[config.mk]
export PLATFORM = sky130hd
export DESIGN_NAME = tile_feature_top
export DESIGN_NICKNAME = d
export VERILOG_FILES = /design/src/tile_feat_pkg.sv /design/src/tile_res_if.sv /design/src/pix_lane_if.sv /design/src/tile_feature_top.sv /design/src/feature_drain.sv /design/src/tile_stats_acc.sv /design/src/pix_tile_router.sv
export SDC_FILE = /design/constraint.sdc
export NUM_CORES = 1
export LEC_CHECK = 0
export ABC_AREA = 1
export BUFFER_PORTS_ARGS = -buffer_cell sky130_fd_sc_hd__buf_4
export CAP_MARGIN = 10
export CORE_UTILIZATION = 40
export DETAILED_ROUTE_END_ITERATION = 6
export GPL_ROUTABILITY_DRIVEN = 0
export PLACE_DENSITY = 0.61
export SETUP_SLACK_MARGIN = 0.1
export SLEW_MARGIN = 20
export SYNTH_ARGS = -nofsm -noshare
export SYNTH_HDL_FRONTEND = slang
export SYNTH_SLANG_ARGS = --single-unit
[constraint.sdc]
create_clock -name clk -period 4.2 [get_ports clk]
set_input_delay 0.21 -clock clk [delete_from_list [all_inputs] [get_ports clk]]
set_output_delay 0.21 -clock clk [all_outputs]
set_load 0.03 [all_outputs]
[src/tile_feat_pkg.sv]
`default_nettype none

package tile_feat_pkg;

  // ----------------------------------------
  // pixel and tile geometry
  // ----------------------------------------
  localparam int unsigned PIX_W      = 8;
  localparam int unsigned TILE_SHIFT = 2;
  localparam int unsigned TILE_DIM   = 1 << TILE_SHIFT;

  // 16 * 255 = 4080 fits in 12 bits
  localparam int unsigned SUM_W  = 12;
  // 12 pairs * 255 = 3060
  localparam int unsigned EDGE_W = 12;

  localparam int unsigned FEAT_W = 16;
  localparam int unsigned IDX_W  = 8;

  // ----------------------------------------
  // types
  // ----------------------------------------
  typedef logic [PIX_W-1:0] pix_t;

  // raw statistics of one 4x4 tile
  typedef struct packed {
    logic [SUM_W-1:0]  sum;
    pix_t              min;
    pix_t              max;
    logic [EDGE_W-1:0] edge_sum;
  } tile_stats_t;

  // feature vector, mean in the top bits
  typedef struct packed {
    logic [FEAT_W-1:0] mean;
    logic [FEAT_W-1:0] range;
    logic [FEAT_W-1:0] edge_sum;
    logic [FEAT_W-1:0] max;
  } feat_vec_t;

endpackage

`default_nettype wire
[src/tile_res_if.sv]
`timescale 1ns/1ps
`default_nettype none

interface tile_res_if;
  import tile_feat_pkg::*;

  logic        valid;
  logic        ready;
  tile_stats_t stats;

  // one finished tile per handshake
  modport lane (
    output valid, stats,
    input  ready
  );

  modport drain (
    input  valid, stats,
    output ready
  );

endinterface

`default_nettype wire

[src/pix_lane_if.sv]
`timescale 1ns/1ps
`default_nettype none

interface pix_lane_if;
  import tile_feat_pkg::*;

  logic valid;
  logic ready;
  pix_t pix;
  // tile position marks
  logic first;
  logic last;

  modport router (
    output valid, pix, first, last,
    input  ready
  );

  modport lane (
    input  valid, pix, first, last,
    output ready
  );

endinterface

`default_nettype wire

[src/tile_feature_top.sv]
`timescale 1ns/1ps
`default_nettype none

module tile_feature_top #(
  parameter int unsigned ACTIVE_W = 16,
  parameter int unsigned ACTIVE_H = 8
) (
  input  logic                            clk,
  input  logic                            rst,

  // pixel stream in
  input  logic                            pix_valid_i,
  output logic                            pix_ready_o,
  input  logic                            sof_i,
  input  tile_feat_pkg::pix_t             pix_i,

  // feature stream out
  output logic                            feat_valid_o,
  input  logic                            feat_ready_i,
  output logic [tile_feat_pkg::IDX_W-1:0] tile_i_o,
  output logic [tile_feat_pkg::IDX_W-1:0] tile_j_o,
  output tile_feat_pkg::feat_vec_t        feat_o
);
  import tile_feat_pkg::*;

  // one lane per tile column
  localparam int unsigned TILES_X = ACTIVE_W / TILE_DIM;

  pix_lane_if lane_bus [TILES_X] ();
  tile_res_if res_bus  [TILES_X] ();

  // ----------------------------------------
  // raster position to lane
  // ----------------------------------------
  pix_tile_router #(
    .ACTIVE_W (ACTIVE_W),
    .ACTIVE_H (ACTIVE_H)
  ) u_router (
    .clk         (clk),
    .rst         (rst),
    .pix_valid_i (pix_valid_i),
    .pix_ready_o (pix_ready_o),
    .sof_i       (sof_i),
    .pix_i       (pix_i),
    .lanes       (lane_bus)
  );

  // ----------------------------------------
  // per-column accumulators
  // ----------------------------------------
  for (genvar g = 0; g < TILES_X; g++) begin : g_acc
    tile_stats_acc u_acc (
      .clk     (clk),
      .rst     (rst),
      .pix_in  (lane_bus[g]),
      .res_out (res_bus[g])
    );
  end

  // in-order collect and pack
  feature_drain #(
    .ACTIVE_W (ACTIVE_W),
    .ACTIVE_H (ACTIVE_H)
  ) u_drain (
    .clk          (clk),
    .rst          (rst),
    .res_in       (res_bus),
    .feat_valid_o (feat_valid_o),
    .feat_ready_i (feat_ready_i),
    .tile_i_o     (tile_i_o),
    .tile_j_o     (tile_j_o),
    .feat_o       (feat_o)
  );

endmodule

`default_nettype wire

[src/feature_drain.sv]
`timescale 1ns/1ps
`default_nettype none

module feature_drain #(
  parameter int unsigned ACTIVE_W = 16,
  parameter int unsigned ACTIVE_H = 8,
  localparam int unsigned TILES_X = ACTIVE_W / tile_feat_pkg::TILE_DIM
) (
  input  logic                            clk,
  input  logic                            rst,
  tile_res_if.drain                       res_in [TILES_X],
  output logic                            feat_valid_o,
  input  logic                            feat_ready_i,
  output logic [tile_feat_pkg::IDX_W-1:0] tile_i_o,
  output logic [tile_feat_pkg::IDX_W-1:0] tile_j_o,
  output tile_feat_pkg::feat_vec_t        feat_o
);
  import tile_feat_pkg::*;

  localparam int unsigned LANE_W  = (TILES_X > 1) ? $clog2(TILES_X) : 1;
  localparam int unsigned TILES_Y = ACTIVE_H / TILE_DIM;

  logic [LANE_W-1:0]  exp_q;
  logic [IDX_W-1:0]   row_q;
  logic [TILES_X-1:0] valid_vec;
  tile_stats_t        stats_vec [TILES_X];
  tile_stats_t        sel_stats;
  logic               sel_valid;
  logic               out_free;
  logic               take;
  feat_vec_t          feat_nxt;

  logic               feat_valid_q;
  feat_vec_t          feat_q;
  logic [IDX_W-1:0]   tile_i_q;
  logic [IDX_W-1:0]   tile_j_q;

  // output register empty, or leaving this cycle
  assign out_free = !feat_valid_q || feat_ready_i;

  // ----------------------------------------
  // lane gather, only the expected lane sees ready
  // ----------------------------------------
  for (genvar l = 0; l < TILES_X; l++) begin : g_lane
    assign valid_vec[l]    = res_in[l].valid;
    assign stats_vec[l]    = res_in[l].stats;
    assign res_in[l].ready = out_free && (exp_q == LANE_W'(l));
  end

  assign sel_valid = valid_vec[exp_q];
  assign sel_stats = stats_vec[exp_q];
  assign take      = sel_valid && out_free;

  // feature packing
  always_comb begin
    feat_nxt.mean     = FEAT_W'(sel_stats.sum >> (2 * TILE_SHIFT));
    feat_nxt.range    = FEAT_W'(sel_stats.max - sel_stats.min);
    feat_nxt.edge_sum = FEAT_W'(sel_stats.edge_sum);
    feat_nxt.max      = FEAT_W'(sel_stats.max);
  end

  // tile column pointer and tile row
  always_ff @(posedge clk) begin
    if (rst) begin
      exp_q <= '0;
      row_q <= '0;
    end else if (take) begin
      if (exp_q == LANE_W'(TILES_X - 1)) begin
        exp_q <= '0;
        row_q <= (row_q == IDX_W'(TILES_Y - 1)) ? '0 : row_q + 1'b1;
      end else begin
        exp_q <= exp_q + 1'b1;
      end
    end
  end

  // ----------------------------------------
  // output stage
  // ----------------------------------------
  always_ff @(posedge clk) begin
    if (rst) begin
      feat_valid_q <= 1'b0;
    end else if (take) begin
      feat_valid_q <= 1'b1;
    end else if (feat_ready_i) begin
      feat_valid_q <= 1'b0;
    end
  end

  always_ff @(posedge clk) begin
    if (take) begin
      feat_q   <= feat_nxt;
      tile_i_q <= row_q;
      tile_j_q <= IDX_W'(exp_q);
    end
  end

  assign feat_valid_o = feat_valid_q;
  assign feat_o       = feat_q;
  assign tile_i_o     = tile_i_q;
  assign tile_j_o     = tile_j_q;

  a_hold_on_stall: assert property (
    @(posedge clk) disable iff (rst)
    (feat_valid_o && !feat_ready_i) |=>
      (feat_valid_o && $stable(feat_o) && $stable(tile_i_o) && $stable(tile_j_o))
  );

endmodule

`default_nettype wire

[src/tile_stats_acc.sv]
`timescale 1ns/1ps
`default_nettype none

module tile_stats_acc (
  input  logic      clk,
  input  logic      rst,
  pix_lane_if.lane  pix_in,
  tile_res_if.lane  res_out
);
  import tile_feat_pkg::*;

  logic [TILE_SHIFT-1:0] col_q;
  logic                  res_valid_q;
  tile_stats_t           acc_q;
  tile_stats_t           acc_nxt;
  tile_stats_t           slot_q;
  pix_t                  prev_q;
  pix_t                  diff;
  logic                  pix_acc;
  logic                  last_acc;

  // hold off only the pixel that would overwrite a pending result
  assign pix_in.ready = !(res_valid_q && pix_in.last);
  assign pix_acc      = pix_in.valid && pix_in.ready;
  assign last_acc     = pix_acc && pix_in.last;

  assign diff = (pix_in.pix > prev_q) ? (pix_in.pix - prev_q) : (prev_q - pix_in.pix);

  // ----------------------------------------
  // running statistics
  // ----------------------------------------
  always_comb begin
    if (pix_in.first) begin
      acc_nxt.sum      = SUM_W'(pix_in.pix);
      acc_nxt.min      = pix_in.pix;
      acc_nxt.max      = pix_in.pix;
      acc_nxt.edge_sum = '0;
    end else begin
      acc_nxt.sum = acc_q.sum + SUM_W'(pix_in.pix);
      acc_nxt.min = (pix_in.pix < acc_q.min) ? pix_in.pix : acc_q.min;
      acc_nxt.max = (pix_in.pix > acc_q.max) ? pix_in.pix : acc_q.max;
      // no pair across a tile row boundary
      if (col_q != '0) begin
        acc_nxt.edge_sum = acc_q.edge_sum + EDGE_W'(diff);
      end else begin
        acc_nxt.edge_sum = acc_q.edge_sum;
      end
    end
  end

  always_ff @(posedge clk) begin
    if (pix_acc) begin
      acc_q  <= acc_nxt;
      prev_q <= pix_in.pix;
    end
    if (last_acc) begin
      slot_q <= acc_nxt;
    end
  end

  // column within the tile, 4 pixels per tile row
  always_ff @(posedge clk) begin
    if (rst) begin
      col_q <= '0;
    end else if (pix_acc) begin
      col_q <= col_q + 1'b1;
    end
  end

  // ----------------------------------------
  // result slot
  // ----------------------------------------
  always_ff @(posedge clk) begin
    if (rst) begin
      res_valid_q <= 1'b0;
    end else if (last_acc) begin
      res_valid_q <= 1'b1;
    end else if (res_out.ready) begin
      res_valid_q <= 1'b0;
    end
  end

  assign res_out.valid = res_valid_q;
  assign res_out.stats = slot_q;

  // a pending result stays put until the drain takes it
  a_no_slot_overwrite: assert property (
    @(posedge clk) disable iff (rst)
    (res_valid_q && !res_out.ready) |=> (res_valid_q && $stable(slot_q))
  );

  // router tile marks agree with the lane's own column count
  a_marks_aligned: assert property (
    @(posedge clk) disable iff (rst)
    pix_acc |-> (!pix_in.first || col_q == '0) && (!pix_in.last || &col_q)
  );

endmodule

`default_nettype wire

[src/pix_tile_router.sv]
`timescale 1ns/1ps
`default_nettype none

module pix_tile_router #(
  parameter int unsigned ACTIVE_W = 16,
  parameter int unsigned ACTIVE_H = 8,
  localparam int unsigned TILES_X = ACTIVE_W / tile_feat_pkg::TILE_DIM
) (
  input  logic                clk,
  input  logic                rst,
  input  logic                pix_valid_i,
  output logic                pix_ready_o,
  input  logic                sof_i,
  input  tile_feat_pkg::pix_t pix_i,
  pix_lane_if.router          lanes [TILES_X]
);
  import tile_feat_pkg::*;

  localparam int unsigned LANE_W = (TILES_X > 1) ? $clog2(TILES_X) : 1;
  localparam int unsigned X_W    = LANE_W + TILE_SHIFT;
  localparam int unsigned Y_W    = $clog2(ACTIVE_H);

  logic [X_W-1:0]     x_q;
  logic [Y_W-1:0]     y_q;
  logic [X_W-1:0]     cur_x;
  logic [Y_W-1:0]     cur_y;
  logic [LANE_W-1:0]  lane_idx;
  logic [TILES_X-1:0] lane_ready;
  logic               tile_first;
  logic               tile_last;
  logic               pix_acc;

  // sof pins the current pixel to the frame origin
  assign cur_x = sof_i ? '0 : x_q;
  assign cur_y = sof_i ? '0 : y_q;

  assign lane_idx   = cur_x[X_W-1:TILE_SHIFT];
  assign tile_first = (cur_x[TILE_SHIFT-1:0] == '0) && (cur_y[TILE_SHIFT-1:0] == '0);
  assign tile_last  = (&cur_x[TILE_SHIFT-1:0]) && (&cur_y[TILE_SHIFT-1:0]);

  assign pix_ready_o = lane_ready[lane_idx];
  assign pix_acc     = pix_valid_i && pix_ready_o;

  // ----------------------------------------
  // demux onto the lanes
  // ----------------------------------------
  for (genvar l = 0; l < TILES_X; l++) begin : g_lane
    assign lanes[l].valid = pix_valid_i && (lane_idx == LANE_W'(l));
    assign lanes[l].pix   = pix_i;
    assign lanes[l].first = tile_first;
    assign lanes[l].last  = tile_last;
    assign lane_ready[l]  = lanes[l].ready;
  end

  // raster position counters
  always_ff @(posedge clk) begin
    if (rst) begin
      x_q <= '0;
      y_q <= '0;
    end else if (pix_acc) begin
      if (cur_x == X_W'(ACTIVE_W - 1)) begin
        x_q <= '0;
        y_q <= (cur_y == Y_W'(ACTIVE_H - 1)) ? '0 : cur_y + 1'b1;
      end else begin
        x_q <= cur_x + 1'b1;
        y_q <= cur_y;
      end
    end
  end

  // x wraps before it can address a lane that does not exist
  a_lane_in_range: assert property (
    @(posedge clk) disable iff (rst)
    pix_valid_i |-> (lane_idx < TILES_X)
  );

endmodule

`default_nettype wire

* Yosys cells after proc, flatten, opt, wreduce, memory -nomap -nowiden
Cells that the tools add are included.
Storage, ports and cells: flip-flop bits (word level) 436, bits of input ports 13, output and inout bits 82, logic and storage cells 195
Cells by class: add/sub/neg operators 25, magnitude comparators 15, eq/ne operators 9, mux-type cells 44, bitwise logic cells 1, reductions and logical operators 46
Operators by type and width (count):
- $mux W40 | 6
- $mux W8 | 13
- $add A12 B8 Y12 | 8
- $bmux W40 S2 | 1
- $gt A8 B8 Y1 | 8
- $sub A8 B8 Y8 | 8
- $mux W12 | 4
- $lt A8 B8 Y1 | 4
- $logic_and A1 B1 Y1 | 24
- $reduce_bool A2 Y1 | 9
- $mux W1 | 12
- $add A2 B1 Y2 const B | 5
- $mux W3 | 3
- $sub A8 B8 Y9 | 1
- $add A8 B1 Y8 const B | 1
- $eq A2 B2 Y1 const B | 4
- $eq A8 B1 Y1 const B | 1
- $logic_not A2 Y1 | 4
- $mux W4 | 2
- $lt A2 B3 Y1 const B | 2
- $reduce_and A2 Y1 | 3
- $logic_not A1 Y1 | 5
- $add A4 B1 Y4 const B | 1
- $bmux W1 S2 | 2
- 8 further kinds | 9

* Depth between registers and ports, before layout
word-level depth 8, mapped depth 25

* By module
From an unflattened synthesis, not the netlist that was laid out.
Unflattened totals: cells, all modules 3148, area total of the unflattened synthesis 26610.5 um^2
Modules (own cells, without submodules):
- tile_stats_acc (g_acc[1].u_acc ...) | instances 2, cells each 641, area an instance 5517.8 um^2, seq. area each 2702.6 um^2
- tile_stats_acc (g_acc[3].u_acc) | instances 1, cells each 640, area an instance 5535.3 um^2, seq. area each 2702.6 um^2
- tile_stats_acc (g_acc[0].u_acc) | instances 1, cells each 641, area an instance 5524.0 um^2, seq. area each 2702.6 um^2
- feature_drain | instances 1, cells each 462, area an instance 3744.8 um^2, seq. area each 1631.6 um^2
- pix_tile_router | instances 1, cells each 123, area an instance 770.7 um^2, seq. area each 120.1 um^2

* Worst setup path before layout
No wires, ideal clock.
path type reg-to-reg, start point register u_router.x_q[0], end point register g_acc[3].u_acc.slot_q, in the netlist g_acc[3].u_acc.res_out.stats[0], enable pin, arrival time 4.017 ns, required time 3.809 ns, setup slack -0.208 ns, cell stages (with the launch flop) 11, path buffers 0, clock period less this slack 4.408 ns, cell sequence dfxtp_1 > inv_1 > nor2_1 > ha_1 > nand2_1 > inv_2 > nand2_1 > nand2_1 > nor2_1 > nand2_1 > inv_1
On the way: cells in the longest elaborated chain, start to end 7
Ends and longest elaborated chain:
- from (decl) | RTL line pix_tile_router.sv:23 | logic [X_W-1:0] x_q;
- from (signal assigned) | RTL line pix_tile_router.sv:65 | x_q <= cur_x + 1'b1;
- $mux W4 | RTL line pix_tile_router.sv:34 | assign cur_x = sof_i ? '0 : x_q;
- $reduce_and A2 Y1 | RTL line pix_tile_router.sv:39 | assign tile_last = (&cur_x[TILE_SHIFT-1:0]) && (&cur_y[TILE_SHIFT-1:0]);
- $logic_and A1 B1 Y1 | RTL line pix_tile_router.sv:39
- $logic_and A1 B1 Y1 | RTL line tile_stats_acc.sv:23 | assign pix_in.ready = !(res_valid_q && pix_in.last);
- $logic_not A1 Y1 | RTL line tile_stats_acc.sv:23
- $logic_and A1 B1 Y1 | RTL line tile_stats_acc.sv:24 | assign pix_acc = pix_in.valid && pix_in.ready;
- via g_acc[3].u_acc.pix_acc | RTL line tile_stats_acc.sv:19 | logic pix_acc;
- $logic_and A1 B1 Y1 | RTL line tile_stats_acc.sv:25 | assign last_acc = pix_acc && pix_in.last;
- via g_acc[3].u_acc.last_acc | RTL line tile_stats_acc.sv:20 | logic last_acc;
- to (signal assigned) | RTL line tile_stats_acc.sv:57 | slot_q <= acc_nxt;
- to (decl) | RTL line tile_stats_acc.sv:16 | tile_stats_t slot_q;
The timed path passes the listed nets, and every way through them passes these cells. A chain may end at the register's enable or synchronous reset.

==> flow_metrics.tcl <==
set metrics [dict create \
    status "finished clean" \
    synth_adder_area_share_pct 11.7 \
    cp_slowest_cell "dlygate4sd3_1" \
    cts_resized 0 \
    cts_sinks 412 \
    clock_path_buffers 3 \
    netlist_area_um2 25400 \
    yosys.area_share.simple_pct 22.9 \
    n_antenna_cell 0 \
    wl_per_cell_um 16.0 \
    finalSetupViolCount 0 \
    layout_common_cells "881 x nand2_1, 436 x inv_1, 383 x edfxtp_1" \
    finalHoldViolations 0 \
    min_to "u_router.x_q[0]" \
    reg2reg_slack_ps 990 \
    fin_worst_skew_ps 15.4 \
    ctsHoldBuffers 7 \
    path_buf_inv 4 \
    yosys.area.top_type "edfxtp_1" \
    wl_mm 63.9 \
    synth_compound_area_share_pct 7.82 \
    tns_ps 0 \
    avgSynthCellArea_um2 8.43 \
    vias 19600 \
    track_usage_pct 20.2 \
    postCtsSetupRepairBufs 0 \
    grt_pass1_wl_mm 101 \
    worstSetupStartpointType "input pin" \
    worst_ep_required_time_ps 4530 \
    synth_xor_area_share_pct 1.34 \
    final-max-slew-violation-count 0 \
    cts.clk_slew.worst_paths_ps 50 \
    worst-path-max-fanout 13 \
    layout.nets 3341 \
    synthMuxAreaShare_pct 0 \
    cp.depth 18 \
    timing.rr.end "u_drain.feat_o[38]" \
    power_density_nw_per_um2 385 \
    placedInstanceArea_um2 26900 \
    cp_top_family "buffers and inverters" \
    worst_setup_path_end_kind "flip-flop" \
    synth.area.top_cells "edfxtp_1 45%, nand2_1 13%, ha_1 10%" \
    holdCritPathClass "in -> reg" \
    dp.cells 3892 \
    syn-instance-count 3017 \
    seq_area_um2 12100 \
    synthArstFlopShare_pct 0 \
    drv_cap 0 \
    start_util_pct 40.4 \
    gr-total-overflow 0 \
    hpwl_mm 44.4 \
    synth_top_family_by_area "simple AND/OR/NAND/NOR gates" \
    tritoncts "built" \
    timing.critical_path.mode_cell "nand2_1" \
    grt_setup_unrepaired "no" \
    multi_input_area_um2 11200 \
    peakVddDrop_mv 0.285 \
    relSlewSlack_pct 25.3 \
    die_w_um 254 \
    die_area_um2 64600 \
    fmax_mhz 289 \
    n_fill_cell 6182 \
    cts-buffers-inserted 46 \
    ys.flop_type "edfxtp_1" \
    area_delta_synth_final_pct 11.7 \
    synth-edff-count 383 \
    synth_top_area_share_pct 45.2 \
    fin_cells 3983 \
    rr_worst_depth 10 \
    drive_gt1_share_pct 6.82 \
    postRouteAntennaNets 0 \
    timing.rr.start "u_drain.exp_q[0]" \
    antenna_found_initial 1 \
    die_y_um 254 \
    final_area_um2 28400 \
    worstPathArrival_ps 3790 \
    ys_warn_count 0 \
    port_buffers 68 \
    grt_max_degree 113 \
    slowest_delay_ps 610 \
    ioPinCount 95 \
    core_um2 63000 \
    worstMarginPinSlew_ps 1120 \
    grt_pass1_vias 18300 \
    root_buffer "clkbuf_16" \
    fin_crit_sh_pct 82.3 \
    synth.yosys.seq_area_share_pct 47.5 \
    remaining_drc_errors 0 \
    period_minus_slack_ps 3460 \
    p_leak_nw 13.2 \
    hold_depth 5 \
    final_common_cell "nand2_1" \
    ctsHtreeMaxLevel 2 \
    hp-start "sof_i" \
    drtPass1Iterations 5 \
    startpoint "pix_i[2]" \
    fp-row-count 92 \
    crit_type "in -> reg" \
    via_per_inst 4.91 \
    crit_path_cell_trace "dlygate4sd3_1 > buf_4 > inv_1 > ha_1 > nand2_1 > o21ai_0 > xor2_1 > nand2_1 > nand2_1 > inv_1 > ha_1 > nand2_1 > o21ai_1 > nand2_1 > nand2_1 > nand3_1 > nand2_1 > nor2_1" \
    clk-insertion-delay-late_ps 590 \
    drtIter0Drc 1387 \
    synth_cell_types 40 \
    synth-seq-cells 412 \
]
cells by family after synthesis:
family,Yosys count
other,1
flip-flops,412
adder cells (fa/ha/maj),227
AO/OA/AOI/OAI,366
AND/OR/NAND/NOR,1420
XOR/XNOR,39
buffers and inverters,552
synth_stat cells (3+ instances only):
cell      count
o22ai_1      27
a21oi_1     157
buf_4        34
buf_1         3
nand2_2      12
o21ai_1      14
inv_1       441
nand2_1     882
o21a_1       12
dfxtp_1      29
xor2_1       34
nand3_2       4
nand3_1     229
a32o_1        6
a21o_1        8
nor2_2        4
inv_2        11
or2_0         4
nor2_1      244
o21bai_1      3
nand4_1      28
o21ai_0     128
or2_2         3
ha_1        210
fa_1         17
clkbuf_1     45
edfxtp_1    383
nor3_1        6
xnor2_1       5
buf_2        16
o211ai_1      5
a32oi_1       3
worst min-delay path, delay by kind of cell:
| kind | cells | cell delay (ps) |
|---|---|---|
| buffers and inverters | 2 | 200 |
| AND/OR/NAND/NOR | 3 | 200 |
layout make-up:
cell class / instances / share of cell area, %
flip-flops and latches: 412 / 42.5
multi-input cells: 2078 / 39.6
inverters: 453 / 5.99
clock buffers: 62 / 4.37
well taps: 846 / 3.73
repair buffers: 110 / 3.01
clock inverters: 22 / 0.797
flip-flops by register name (all words and copies together), names as in the netlist:
register / flops
u_drain.row_q: 8
u_drain.tile_i_o: 8
g_acc.u_acc.res_out.valid: 4
u_drain.feat_o: 37
g_acc.u_acc.prev_q: 32
u_drain.tile_j_o: 2
g_acc.u_acc.col_q: 8
u_drain.feat_valid_o: 1
u_router.y_q: 2
u_drain.exp_q: 2
g_acc.u_acc.res_out.stats: 144
u_router.x_q: 4
g_acc.u_acc.acc_q: 160
power by group:
part           switching (W)  internal, W
clock network        0.00169      0.00233
registers          0.0000605      0.00470
logic                0.00148     0.000686
worst max-delay path by stage:
stage                                      end  slack (ps)
3_5_place_dp           g_acc[0].u_acc.acc_q[8]         710
2_1_floorplan  g_acc[1].u_acc.res_out.stats[0]         620
4_1_cts        g_acc[2].u_acc.res_out.stats[9]         840
5_1_grt        g_acc[2].u_acc.res_out.stats[9]         480
3_3_place_gp           g_acc[0].u_acc.acc_q[8]         750
6_report               g_acc[0].u_acc.acc_q[8]         740
metal layers:
| layer | part of all wire (%) | wire, µm | track usage [%] |
|---|---|---|---|
| met1 | 47 | 30000 | 27.8 |
| met2 | 45 | 28600 | 32.3 |
| met3 | 5.2 | 3310 | 2.97 |
| met4 | 3.1 | 1950 | 6.82 |
| met5 | 0.017 | 11 | 0 |
metrics by stage:
step	hold slack (ps)	setup WS [ps]	util [%]	total power [W]
6_report	59.0	743	45.1	0.0109
5_1_grt	80.3	483	45.1	0.0115
4_1_cts	26.5	836	45.1	0.0110
3_5_place_dp	448	713	42.7	0.00700
3_3_place_gp	444	749	42.7	0.00698
2_1_floorplan	279	619	-	0.00642
(Power assumes the default switching activity.)
